[config.mk]
export PLATFORM = sky130hd
export DESIGN_NAME = cd_ctrl
export DESIGN_NICKNAME = d
export VERILOG_FILES = /design/src/source/cd_ctrl_pkg.sv /design/src/source/cd_ctrl.sv /design/src/source/cd_forward.sv /design/src/source/cd_lane.sv /design/src/source/cd_order_fifo.sv
export SDC_FILE = /design/constraint.sdc
export NUM_CORES = 1
export LEC_CHECK = 0
export BUFFER_PORTS_ARGS = -buffer_cell sky130_fd_sc_hd__buf_2
export CORE_AREA = 2 2 161 163
export DETAILED_ROUTE_END_ITERATION = 8
export DIE_AREA = 0 0 163 165
export PLACE_DENSITY = 0.49
export SLEW_MARGIN = 25
export SYNTH_ARGS = -nofsm -noshare
export SYNTH_HDL_FRONTEND = slang
export SYNTH_SLANG_ARGS = --single-unit
[constraint.sdc]
create_clock -name clk_i -period 5.55 [get_ports clk_i]
set_input_delay 0 -clock clk_i [delete_from_list [all_inputs] [get_ports clk_i]]
set_output_delay 0 -clock clk_i [all_outputs]
set_load 0.02 [all_outputs]
[src/source/cd_ctrl_pkg.sv]
// Shared types and sizes of the snoop-data collection path.
// The RTL refers to these by scoped names.

package cd_ctrl_pkg;

    ////////////////////////////////////////////////////////////////////
    // Sizes
    ////////////////////////////////////////////////////////////////////

    // Snoop ports that can return data
    localparam int unsigned NumSnoopPorts = 4;

    localparam int unsigned PortIdxWidth =
        (NumSnoopPorts > 1) ? $clog2(NumSnoopPorts) : 1;

    // Data bits carried by one CD beat
    localparam int unsigned CdDataWidth = 64;

    ////////////////////////////////////////////////////////////////////
    // Types
    ////////////////////////////////////////////////////////////////////

    // Consumer of the collected data
    typedef enum logic {
        MEMORY_UNIT = 1'b0,
        SNOOP_UNIT  = 1'b1
    } cd_dest_e;

    // One pending write-back or snoop read
    typedef struct packed {
        cd_dest_e                  dest;
        logic [PortIdxWidth-1:0]   first_responder;
        logic [NumSnoopPorts-1:0]  data_avail;
    } cd_order_t;

    // One CD beat as seen on a snoop port
    typedef struct packed {
        logic [CdDataWidth-1:0] data;
        logic                   last;
    } cd_beat_t;

endpackage
[src/source/cd_ctrl.sv]
// Snoop-data collection path of the coherence controller.
// Orders enter the FIFO, lanes gather CD beats, the forwarder delivers them.

`timescale 1ns/1ps

module cd_ctrl #(
    parameter int unsigned FifoDepth = 4
) (
    input  logic                                                clk_i,
    input  logic                                                rst_ni,
    input  logic                                                order_push_i,
    input  cd_ctrl_pkg::cd_order_t                              order_i,
    output logic                                                order_stall_o,
    input  cd_ctrl_pkg::cd_beat_t [cd_ctrl_pkg::NumSnoopPorts-1:0] cd_i,
    input  logic [cd_ctrl_pkg::NumSnoopPorts-1:0]               cd_valid_i,
    output logic [cd_ctrl_pkg::NumSnoopPorts-1:0]               cd_ready_o,
    input  logic                                                mu_full_i,
    input  logic                                                su_full_i,
    output cd_ctrl_pkg::cd_beat_t                               mu_cd_o,
    output logic                                                mu_cd_valid_o,
    output cd_ctrl_pkg::cd_beat_t                               su_cd_o,
    output logic                                                su_cd_valid_o
);

    cd_ctrl_pkg::cd_order_t                    head;
    logic                                      fifo_empty;
    logic                                      done;
    logic [cd_ctrl_pkg::NumSnoopPorts-1:0]     hold_lane;
    logic [cd_ctrl_pkg::NumSnoopPorts-1:0]     last_seen;

    ////////////////////////////////////////////////////////////////////
    // Order FIFO
    ////////////////////////////////////////////////////////////////////

    cd_order_fifo #(
        .FifoDepth (FifoDepth)
    ) cd_order_fifo_i (
        .clk_i,
        .rst_ni,
        .push_i   (order_push_i),
        .entry_i  (order_i),
        .pop_i    (done),
        .head_o   (head),
        .empty_o  (fifo_empty),
        .full_o   (order_stall_o)
    );

    ////////////////////////////////////////////////////////////////////
    // Per-port lanes
    ////////////////////////////////////////////////////////////////////

    for (genvar i = 0; i < cd_ctrl_pkg::NumSnoopPorts; i++) begin : gen_lane
        cd_lane cd_lane_i (
            .clk_i,
            .rst_ni,
            .active_i    (!fifo_empty && head.data_avail[i]),
            .hold_i      (hold_lane[i]),
            .done_i      (done),
            .cd_valid_i  (cd_valid_i[i]),
            .cd_last_i   (cd_i[i].last),
            .ready_o     (cd_ready_o[i]),
            .last_seen_o (last_seen[i])
        );
    end

    ////////////////////////////////////////////////////////////////////
    // Forwarding to the destinations
    ////////////////////////////////////////////////////////////////////

    cd_forward cd_forward_i (
        .head_i        (head),
        .empty_i       (fifo_empty),
        .cd_i          (cd_i),
        .cd_valid_i    (cd_valid_i),
        .lane_ready_i  (cd_ready_o),
        .last_seen_i   (last_seen),
        .mu_full_i     (mu_full_i),
        .su_full_i     (su_full_i),
        .hold_lane_o   (hold_lane),
        .done_o        (done),
        .mu_cd_o       (mu_cd_o),
        .su_cd_o       (su_cd_o),
        .mu_cd_valid_o (mu_cd_valid_o),
        .su_cd_valid_o (su_cd_valid_o)
    );

endmodule

[src/source/cd_forward.sv]
// Forwards the first responder's CD beats to the destination of the head
// order, applies that destination's back-pressure and detects retirement.

`timescale 1ns/1ps

module cd_forward (
    input  cd_ctrl_pkg::cd_order_t                              head_i,
    input  logic                                                empty_i,
    input  cd_ctrl_pkg::cd_beat_t [cd_ctrl_pkg::NumSnoopPorts-1:0] cd_i,
    input  logic [cd_ctrl_pkg::NumSnoopPorts-1:0]               cd_valid_i,
    input  logic [cd_ctrl_pkg::NumSnoopPorts-1:0]               lane_ready_i,
    input  logic [cd_ctrl_pkg::NumSnoopPorts-1:0]               last_seen_i,
    input  logic                                                mu_full_i,
    input  logic                                                su_full_i,
    output logic [cd_ctrl_pkg::NumSnoopPorts-1:0]               hold_lane_o,
    output logic                                                done_o,
    output cd_ctrl_pkg::cd_beat_t                               mu_cd_o,
    output cd_ctrl_pkg::cd_beat_t                               su_cd_o,
    output logic                                                mu_cd_valid_o,
    output logic                                                su_cd_valid_o
);

    logic [cd_ctrl_pkg::PortIdxWidth-1:0] first_responder;
    cd_ctrl_pkg::cd_beat_t                fr_beat;
    logic                                 fr_handshake;
    logic                                 dest_full;
    logic                                 to_memory;

    ////////////////////////////////////////////////////////////////////
    // First responder
    ////////////////////////////////////////////////////////////////////

    assign first_responder = head_i.first_responder;
    assign to_memory       = (head_i.dest == cd_ctrl_pkg::MEMORY_UNIT);

    assign fr_beat = cd_i[first_responder];

    // Lane ready already carries empty, mask and hold
    assign fr_handshake = cd_valid_i[first_responder] && lane_ready_i[first_responder];

    ////////////////////////////////////////////////////////////////////
    // Destination routing and back-pressure
    ////////////////////////////////////////////////////////////////////

    always_comb begin
        mu_cd_valid_o = 1'b0;
        su_cd_valid_o = 1'b0;
        dest_full     = 1'b0;
        if (!empty_i) begin
            if (to_memory) begin
                mu_cd_valid_o = fr_handshake;
                dest_full     = mu_full_i;
            end else begin
                su_cd_valid_o = fr_handshake;
                dest_full     = su_full_i;
            end
        end
    end

    // Payload is shared, the valids select the consumer
    assign mu_cd_o = fr_beat;
    assign su_cd_o = fr_beat;

    // Only the first responder waits on a full destination
    always_comb begin
        hold_lane_o = '0;
        for (int i = 0; i < cd_ctrl_pkg::NumSnoopPorts; i++) begin
            if (first_responder == cd_ctrl_pkg::PortIdxWidth'(i)) begin
                hold_lane_o[i] = !empty_i && dest_full;
            end
        end
    end

    ////////////////////////////////////////////////////////////////////
    // Retirement
    ////////////////////////////////////////////////////////////////////

    // Every masked port has returned its last beat
    assign done_o = !empty_i && (last_seen_i == head_i.data_avail);

endmodule

[src/source/cd_lane.sv]
// One snoop port of the CD collector.
// Tracks the last beat of the current order and drives the port's ready.

`timescale 1ns/1ps

module cd_lane (
    input  logic clk_i,
    input  logic rst_ni,
    input  logic active_i,
    input  logic hold_i,
    input  logic done_i,
    input  logic cd_valid_i,
    input  logic cd_last_i,
    output logic ready_o,
    output logic last_seen_o
);

    logic last_seen_q;
    logic accept;

    // Port drains until its last beat, unless the destination holds it
    assign ready_o = active_i && !hold_i && !last_seen_q;
    assign accept  = cd_valid_i && ready_o;

    always_ff @(posedge clk_i or negedge rst_ni) begin
        if (!rst_ni) begin
            last_seen_q <= 1'b0;
        end else if (done_i) begin
            last_seen_q <= 1'b0;
        end else if (accept && cd_last_i) begin
            last_seen_q <= 1'b1;
        end
    end

    assign last_seen_o = last_seen_q;

endmodule

[src/source/cd_order_fifo.sv]
// Ordering FIFO of pending CD orders, fall-through on an empty buffer.
// The head is the order whose data is being collected.

`timescale 1ns/1ps

module cd_order_fifo #(
    parameter int unsigned FifoDepth = 4
) (
    input  logic                   clk_i,
    input  logic                   rst_ni,
    input  logic                   push_i,
    input  cd_ctrl_pkg::cd_order_t entry_i,
    input  logic                   pop_i,
    output cd_ctrl_pkg::cd_order_t head_o,
    output logic                   empty_o,
    output logic                   full_o
);

    localparam int unsigned PtrWidth   = (FifoDepth > 1) ? $clog2(FifoDepth) : 1;
    localparam int unsigned CountWidth = $clog2(FifoDepth + 1);

    localparam logic [PtrWidth-1:0]   LastPtr   = PtrWidth'(FifoDepth - 1);
    localparam logic [CountWidth-1:0] FullCount = CountWidth'(FifoDepth);

    cd_ctrl_pkg::cd_order_t mem_q [FifoDepth];

    logic [PtrWidth-1:0]   rd_ptr_q;
    logic [PtrWidth-1:0]   wr_ptr_q;
    logic [CountWidth-1:0] usage_q;
    logic [CountWidth-1:0] usage_d;

    logic stored_empty;
    logic do_push;
    logic do_pop;
    logic bypass;
    logic write_en;
    logic read_en;

    assign stored_empty = (usage_q == '0);
    assign full_o       = (usage_q == FullCount);

    // A push into an empty buffer is visible at once
    assign empty_o = stored_empty && !push_i;
    assign head_o  = stored_empty ? entry_i : mem_q[rd_ptr_q];

    assign do_push = push_i && !full_o;
    assign do_pop  = pop_i && !empty_o;

    // Entry passes straight through and is never stored
    assign bypass   = do_push && do_pop && stored_empty;
    assign write_en = do_push && !bypass;
    assign read_en  = do_pop && !bypass;

    assign usage_d = usage_q + CountWidth'(write_en) - CountWidth'(read_en);

    always_ff @(posedge clk_i or negedge rst_ni) begin
        if (!rst_ni) begin
            rd_ptr_q <= '0;
            wr_ptr_q <= '0;
            usage_q  <= '0;
        end else begin
            usage_q <= usage_d;
            if (write_en) begin
                wr_ptr_q <= (wr_ptr_q == LastPtr) ? '0 : wr_ptr_q + 1'b1;
            end
            if (read_en) begin
                rd_ptr_q <= (rd_ptr_q == LastPtr) ? '0 : rd_ptr_q + 1'b1;
            end
        end
    end

    // Storage
    always_ff @(posedge clk_i) begin
        if (write_en) begin
            mem_q[wr_ptr_q] <= entry_i;
        end
    end

endmodule

==> flow_metrics.env, run 1 <==
export IMPL_outcome="finished clean"
export IMPL_synth_warning_count=0
export IMPL_power_leakage_nw=3.107
export IMPL_cp_end_kind="output port"
export IMPL_pin_count=413
export IMPL_postCtsSetupBuffers=0
export IMPL_post_synth_num_cell_types=41
export IMPL_synth_cells=598
export IMPL_detail_route_antenna_nets=0
export IMPL_diodes_inserted=0
export IMPL_post_dp_cell_area_sq_um=6362
export IMPL_cts_htree_levels=2
export IMPL_remaining_drc_errors=0
export IMPL_path_class="reg2out"
export IMPL_synthArstFlopShare_pct=28.21
export IMPL_std_cell_rows=58
export IMPL_report_final_slew_viol_count=0
export IMPL_dp_worst_setup_slack_ps=1984
export IMPL_synth_area_leaders="sky130_fd_sc_hd__edfxtp_1, sky130_fd_sc_hd__buf_4, sky130_fd_sc_hd__nand2_1, sky130_fd_sc_hd__a211oi_1, sky130_fd_sc_hd__a31oi_1"
export IMPL_worst_r2r_cell_count=13
export IMPL_syn_mean_instance_area_sq_um=7.624
export IMPL_yosysSeqAreaShare_pct=24.48
export IMPL_number_of_enable_type_register_cells_in_the_synthesized_netlist=28
export IMPL_clock_path_buffers=2
export IMPL_antenna_found_initial=1
export IMPL_synth_most_common_cell="sky130_fd_sc_hd__nand2_1"
export IMPL_worstSkewPairLatency_ps=280
export IMPL_grt_first_pass_wirelength_mm=28.08
export IMPL_numPortBuffers=412
export IMPL_vias=5437
export IMPL_fraction_of_final_layout_cells_with_drive_strength_greater_than_1_pct=49.06
export IMPL_globalRouteOverflowTotal=0
export IMPL_finalWirelength_mm=21.01
export IMPL_clock_fmax_mhz=265.0
export IMPL_syn_to_final_growth_pct=43.55
export IMPL_drt_iter0_drc=340
export IMPL_global_route_usage_total_pct=13.55
export IMPL_fin_crit_sh_pct=67.99
export IMPL_rsz_0062_raised_after_global_routing="false"
export IMPL_starting_utilization_of_the_core_area_pct=18.21
export IMPL_cts_tree="yes"
export IMPL_whs_path_depth=1
export IMPL_routabilityCongestion=0.7982
export IMPL_worstPathRequired_ps=5550
export IMPL_vdd_ir_drop_max_mv=0.5390
export IMPL_hold_violations=0
export IMPL_number_of_fill_cells=2792
export IMPL_cts_clk_slew_worst_paths_ps=60
export IMPL_netlist_top_cell_by_area="sky130_fd_sc_hd__edfxtp_1"
export IMPL_yosys_top_cells_count="sky130_fd_sc_hd__nand2_1, sky130_fd_sc_hd__buf_4, sky130_fd_sc_hd__a31oi_1"
export IMPL_timing_final_setup_violations=0
export IMPL_tritoncts_num_sinks=39
export IMPL_chipWidth_um=163
export IMPL_timing_hold_worst_class="in2reg"
export IMPL_layout_cell_area_non_filler_sq_um=6545
export IMPL_synth_ff_latch_count=39
export IMPL_multiInputGateArea_sq_um=2680
export IMPL_critical_path_startpoint_type="register"
export IMPL_postSynthNetCount=882
export IMPL_post_drt_via_cell_ratio=4.395
export IMPL_finalCriticalPeriod_ps=3774
export IMPL_final_seq_area_sq_um=1116
export IMPL_number_of_global_route_vias_before_repair=4843
export IMPL_final_setup_skew_ps=5.155
export IMPL_dp_final_hpwl_mm=17.37
export IMPL_dieArea_sq_um=26900
export IMPL_post_synth_top_area_fraction_pct=18.44
export IMPL_dr_pass1_iters=4
export IMPL_final_critical_path_setup_slack_ps=1776
export IMPL_clock_tree_root_cell="sky130_fd_sc_hd__clkbuf_16"
export IMPL_tns_ps=0
export IMPL_critical_path_max_fanout=88
export IMPL_critPathArrivalTime_ps=3770
export IMPL_mappedNetlistArea_sq_um=4559
export IMPL_final_net_count=1191
export IMPL_grt_max_degree=89
export IMPL_powerDensity_nw_per_um2=879.8
export IMPL_final_hold_worst_slack_ps=24.68
export IMPL_numPlacedInstances=1228
export IMPL_relative_slew_slack_pct=33.92
export IMPL_layoutNonFillerInstCount=1237
export IMPL_number_of_cts_inserted_buffers=5
export IMPL_tightestPinTransition_ps=991.2
export IMPL_max_cap_violations=0
export IMPL_wire_per_inst_um=16.99
export IMPL_die_height_um=165
export IMPL_ys_dominant_reg_cell="sky130_fd_sc_hd__edfxtp_1"
export IMPL_core_area_sq_um=25040
-- where the power goes --
part           internal, W  switching, W  leakage (nW)
clock network     0.000209      0.000103        0.0759
registers         0.000405     0.0000872         0.389
logic              0.00155       0.00340          2.64
-- per-layer routing --
metal,vias to the layer above,GRT usage [%],share of wire (%)
met2,241,23.83,49
li1,2681,-,-
met3,17,2.536,7.7
met5,-,0,0.076
met1,2496,17.43,42
met4,2,2.454,1.5
-- cell usage in the layout, fill, tap and decap left out, types with 3 or more instances in the layout --
| cell type | synthesis | final |
|---|---|---|
| sky130_fd_sc_hd__o21ai_0 | 4 | 4 |
| sky130_fd_sc_hd__a31oi_1 | 71 | 71 |
| sky130_fd_sc_hd__nor2_1 | 18 | 18 |
| sky130_fd_sc_hd__xnor2_1 | 5 | 5 |
| sky130_fd_sc_hd__clkbuf_16 | 0 | 5 |
| sky130_fd_sc_hd__a21oi_1 | 4 | 4 |
| sky130_fd_sc_hd__nand2_1 | 142 | 142 |
| sky130_fd_sc_hd__nand3_1 | 7 | 7 |
| sky130_fd_sc_hd__mux2_2 | 3 | 3 |
| sky130_fd_sc_hd__buf_2 | 6 | 412 |
| sky130_fd_sc_hd__dfrtp_1 | 11 | 11 |
| sky130_fd_sc_hd__buf_4 | 73 | 5 |
| sky130_fd_sc_hd__a211oi_1 | 65 | 65 |
| sky130_fd_sc_hd__ha_1 | 7 | 7 |
| sky130_fd_sc_hd__mux4_2 | 7 | 7 |
| sky130_fd_sc_hd__edfxtp_1 | 28 | 28 |
| sky130_fd_sc_hd__inv_1 | 9 | 9 |
| sky130_fd_sc_hd__a32oi_1 | 3 | 3 |
| sky130_fd_sc_hd__and2_1 | 69 | 69 |
-- flip-flops by register name (all words and copies together), names as in the netlist --
name                            flops
cd_order_fifo_i.mem_q              28
cd_order_fifo_i.wr_ptr_q            2
cd_order_fifo_i.rd_ptr_q            2
cd_order_fifo_i.usage_q             3
gen_lane.cd_lane_i.last_seen_o      4
-- area by class of cell --
class                      instances  area share, %
clock buffer                       5          1.912
clock inverter                     2         0.5735
inverter                           9         0.5162
multi-input combinational        432          40.95
sequential                        39          17.05
tap                              330          6.309
timing repair buffer             420          32.69
-- cells by family (layout without fill, tap and decap cells) --
group	count (synthesis)	count (layout)	synth area share, %
flip-flops	39	39	24.48
multiplexers	15	15	5.516
XOR/XNOR	8	8	1.702
AO/OA/AOI/OAI	155	155	23.68
adder cells (fa/ha/maj)	8	8	2.360
AND/OR/NAND/NOR	246	246	24.97
buffers and inverters	127	436	17.29
-- critical path: stages, from the launching register on --
cell and delay (ps):
sky130_fd_sc_hd__dfrtp_1 430, sky130_fd_sc_hd__or3_1 690, sky130_fd_sc_hd__mux2_4 910, sky130_fd_sc_hd__buf_4 570, sky130_fd_sc_hd__a211oi_1 150, sky130_fd_sc_hd__a31oi_1 350, sky130_fd_sc_hd__buf_2 260
-- metrics by stage --
| step | util (%) | power [W] |
|---|---|---|
| after detailed placement | 25.41 | 0.005490 |
| after global routing | 26.14 | 0.006175 |
| after global placement | 25.41 | 0.005494 |
| after CTS | 26.14 | 0.005822 |
| after floorplan | - | 0.004494 |
| final | 26.14 | 0.005758 |
-- worst paths after layout --
kind,slack [ps],from,to
worst min register to register,560,cd_order_fifo_i.usage_q[2],cd_order_fifo_i.usage_q[2]
worst max register to register,2000,cd_order_fifo_i.rd_ptr_q[0],cd_order_fifo_i.usage_q[2]
max in group asynchronous,5220,rst_ni,cd_order_fifo_i.rd_ptr_q[1]
min in group asynchronous,120,rst_ni,cd_order_fifo_i.rd_ptr_q[0]
worst max-delay path,1780,cd_order_fifo_i.usage_q[2],su_cd_o[5]
worst min-delay path,20,order_i[5],cd_order_fifo_i.mem_q[1][5]
-- timing repair --
action | in CTS | in global routing
hold endpoints to repair | 15 | 0
hold buffers | 2 | 0
resized for setup | 0 | 0
(Power assumes the default switching activity.)
==> run 2: changes to the inputs <==
CORE_AREA = 2 2 162 164   (was 2 2 161 163)
DIE_AREA = 0 0 164 166   (was 0 0 163 165)
clock period = 3.9 ns   (was 5.55 ns; I/O delays follow)
==> run 2 against run 1 <==
Clock-buffer cell count rose by 1. Worst setup slack got worse by 1300 ps. Final cell count rose by 0.97%. Core utilization fell by 0.27 points. Critical path depth rose by 7. Design area rose by 1.2%. Wire length fell by 3.3%. Global-route usage rose by 0.086 points.
==> flow_metrics.env, run 2 (synthesized netlist as in run 1, its figures left out) <==
export IMPL_fraction_of_final_layout_cells_with_drive_strength_greater_than_1_pct=49.02
export IMPL_final_critical_path_setup_slack_ps=454.3
export IMPL_regToRegSetupSlack_ps=450
export IMPL_fin_crit_sh_pct=88.35
export IMPL_cts_tree="yes"
export IMPL_largest_register_ff_count=28
export IMPL_cts_resized_gates=0
export IMPL_core_area_sq_um=25620
export IMPL_critical_path_max_fanout=10
export IMPL_diodes_inserted=0
export IMPL_cts_clk_slew_worst_paths_ps=60
export IMPL_clock_path_buffers=2
export IMPL_post_dp_cell_area_sq_um=6449
export IMPL_grt_first_pass_wirelength_mm=28.90
export IMPL_timing_hold_worst_class="in2reg"
export IMPL_antenna_found_initial=2
export IMPL_grt_max_degree=79
export IMPL_commonest_non_fill_non_tap_cells_in_the_layout="sky130_fd_sc_hd__buf_2, sky130_fd_sc_hd__nand2_1, sky130_fd_sc_hd__a31oi_1, sky130_fd_sc_hd__and2_1, sky130_fd_sc_hd__a211oi_1"
export IMPL_std_cell_rows=59
export IMPL_global_route_usage_total_pct=13.64
export IMPL_whs_path_depth=1
export IMPL_postCtsSetupBuffers=0
export IMPL_final_setup_skew_ps=2.583
export IMPL_hold_violations=0
export IMPL_tns_ps=0
export IMPL_dr_pass1_iters=5
export IMPL_drt_iter0_drc=364
export IMPL_hp_start="order_i[5]"
export IMPL_critPathArrivalTime_ps=3610
export IMPL_finalCriticalPeriod_ps=3446
export IMPL_path_class="reg2reg"
export IMPL_number_of_global_route_vias_before_repair=5119
export IMPL_dp_worst_setup_slack_ps=541.0
export IMPL_most_flop_heavy_register="cd_order_fifo_i.mem_q"
export IMPL_clock_fmax_mhz=290.2
export IMPL_layout_cell_area_non_filler_sq_um=6626
export IMPL_worstPathRequired_ps=4060
export IMPL_starting_utilization_of_the_core_area_pct=17.80
export IMPL_worstSkewPairLatency_ps=280
export IMPL_die_height_um=166
export IMPL_cts_htree_levels=2
export IMPL_syn_to_final_growth_pct=45.33
export IMPL_postLayoutCoreUtil_pct=25.87
export IMPL_worst_r2r_cell_count=13
export IMPL_vias=5510
export IMPL_chipWidth_um=164
export IMPL_detail_route_antenna_nets=0
export IMPL_regToRegEndpoint="cd_order_fifo_i.usage_q[2]"
export IMPL_wire_per_inst_um=16.27
export IMPL_numPortBuffers=412
export IMPL_cp_end_kind="register"
export IMPL_dieArea_sq_um=27220
export IMPL_max_cap_violations=0
export IMPL_final_net_count=1197
export IMPL_post_drt_via_cell_ratio=4.412
export IMPL_tritoncts_num_sinks=39
export IMPL_finalWirelength_mm=20.32
export IMPL_critical_path_startpoint_type="register"
export IMPL_relative_slew_slack_pct=45.58
export IMPL_timing_rr_start="cd_order_fifo_i.rd_ptr_q[0]"
export IMPL_tightestPinTransition_ps=816.3
export IMPL_timing_final_setup_violations=0
export IMPL_routabilityCongestion=0.8987
export IMPL_dp_final_hpwl_mm=16.57
export IMPL_report_final_slew_viol_count=0
export IMPL_number_of_cts_inserted_buffers=5
export IMPL_most_common_cell_after_layout_fill_and_taps_aside="sky130_fd_sc_hd__buf_2"
export IMPL_outcome="finished clean"
export IMPL_end_of_the_worst_hold_path="cd_order_fifo_i.mem_q[0][5]"
export IMPL_rsz_0062_raised_after_global_routing="false"
export IMPL_remaining_drc_errors=0
export IMPL_pin_count=413
export IMPL_globalRouteOverflowTotal=0
export IMPL_clock_tree_root_cell="sky130_fd_sc_hd__clkbuf_16"
-- run 2: cell count changes in the layout (fill, tap and decap cells not counted), sizes merged --
cell,delta
buf,+4
dlygate4sd3,+2
bufinv,-1
clkbuf,+1
clkinv,+2
clkinvlp,-1
-- run 2: layout make-up --
cell class / instances / area, sq um
Fill cell: 2866 / 18990
Multi-Input combinational cell: 432 / 2680
Timing Repair Buffer: 426 / 2240
Sequential cell: 39 / 1116
Tap cell: 335 / 419.2
Clock buffer: 6 / 128.9
Inverter: 9 / 33.78
Clock inverter: 2 / 8.758
-- run 2: metrics by stage --
stage          hold WS, ps  std cells
3_5_place_dp        -100.4       1237
4_1_cts              3.217       1249
5_1_grt              6.793       1249
6_report             6.349       1249
2_1_floorplan       -295.6        598
3_3_place_gp        -99.61       1237
-- run 2: worst max-delay path: stages (launching register included) --
cell and delay [ps]:
sky130_fd_sc_hd__dfrtp_1 680, sky130_fd_sc_hd__mux4_2 610, sky130_fd_sc_hd__xnor2_1 240, sky130_fd_sc_hd__a32oi_1 170, sky130_fd_sc_hd__a211oi_2 310, sky130_fd_sc_hd__nand2_2 110, sky130_fd_sc_hd__inv_1 70, sky130_fd_sc_hd__ha_1 220
sky130_fd_sc_hd__inv_1 60, sky130_fd_sc_hd__ha_1 130, sky130_fd_sc_hd__inv_1 50, sky130_fd_sc_hd__fa_1 400, sky130_fd_sc_hd__xnor2_1 150, sky130_fd_sc_hd__xnor2_1 130
-- run 2: how the worst max path moves through the flow --
stage | from | end | cells after the start
floorplan | cd_order_fifo_i.rd_ptr_q[0] | cd_order_fifo_i.usage_q[2] | 14
detailed placement | cd_order_fifo_i.rd_ptr_q[0] | cd_order_fifo_i.usage_q[2] | 13
global placement | cd_order_fifo_i.rd_ptr_q[0] | cd_order_fifo_i.usage_q[2] | 13
CTS | cd_order_fifo_i.rd_ptr_q[0] | cd_order_fifo_i.usage_q[2] | 13
global route | cd_order_fifo_i.rd_ptr_q[0] | cd_order_fifo_i.usage_q[2] | 13
finish | cd_order_fifo_i.rd_ptr_q[0] | cd_order_fifo_i.usage_q[2] | 13
-- run 2: routing by layer --
metal,global-route usage (%),part of all wire [%],routed length (um)
met3,2.498,8.4,1702
met1,17.26,41,8332
met4,4.500,3.1,628
met2,23.24,47,9642
met5,0,0.069,14
-- run 2: timing repair --
| action | in CTS | in global routing |
|---|---|---|
| endpoints found under the hold margin | 17 | 0 |
| endpoints found under the setup margin | 0 | 0 |
| hold buffers | 4 | 0 |
Power of run 2 is left out: the tool's default activity adds up to more than one toggle a clock period on the data nets, which glitch-free logic cannot reach.
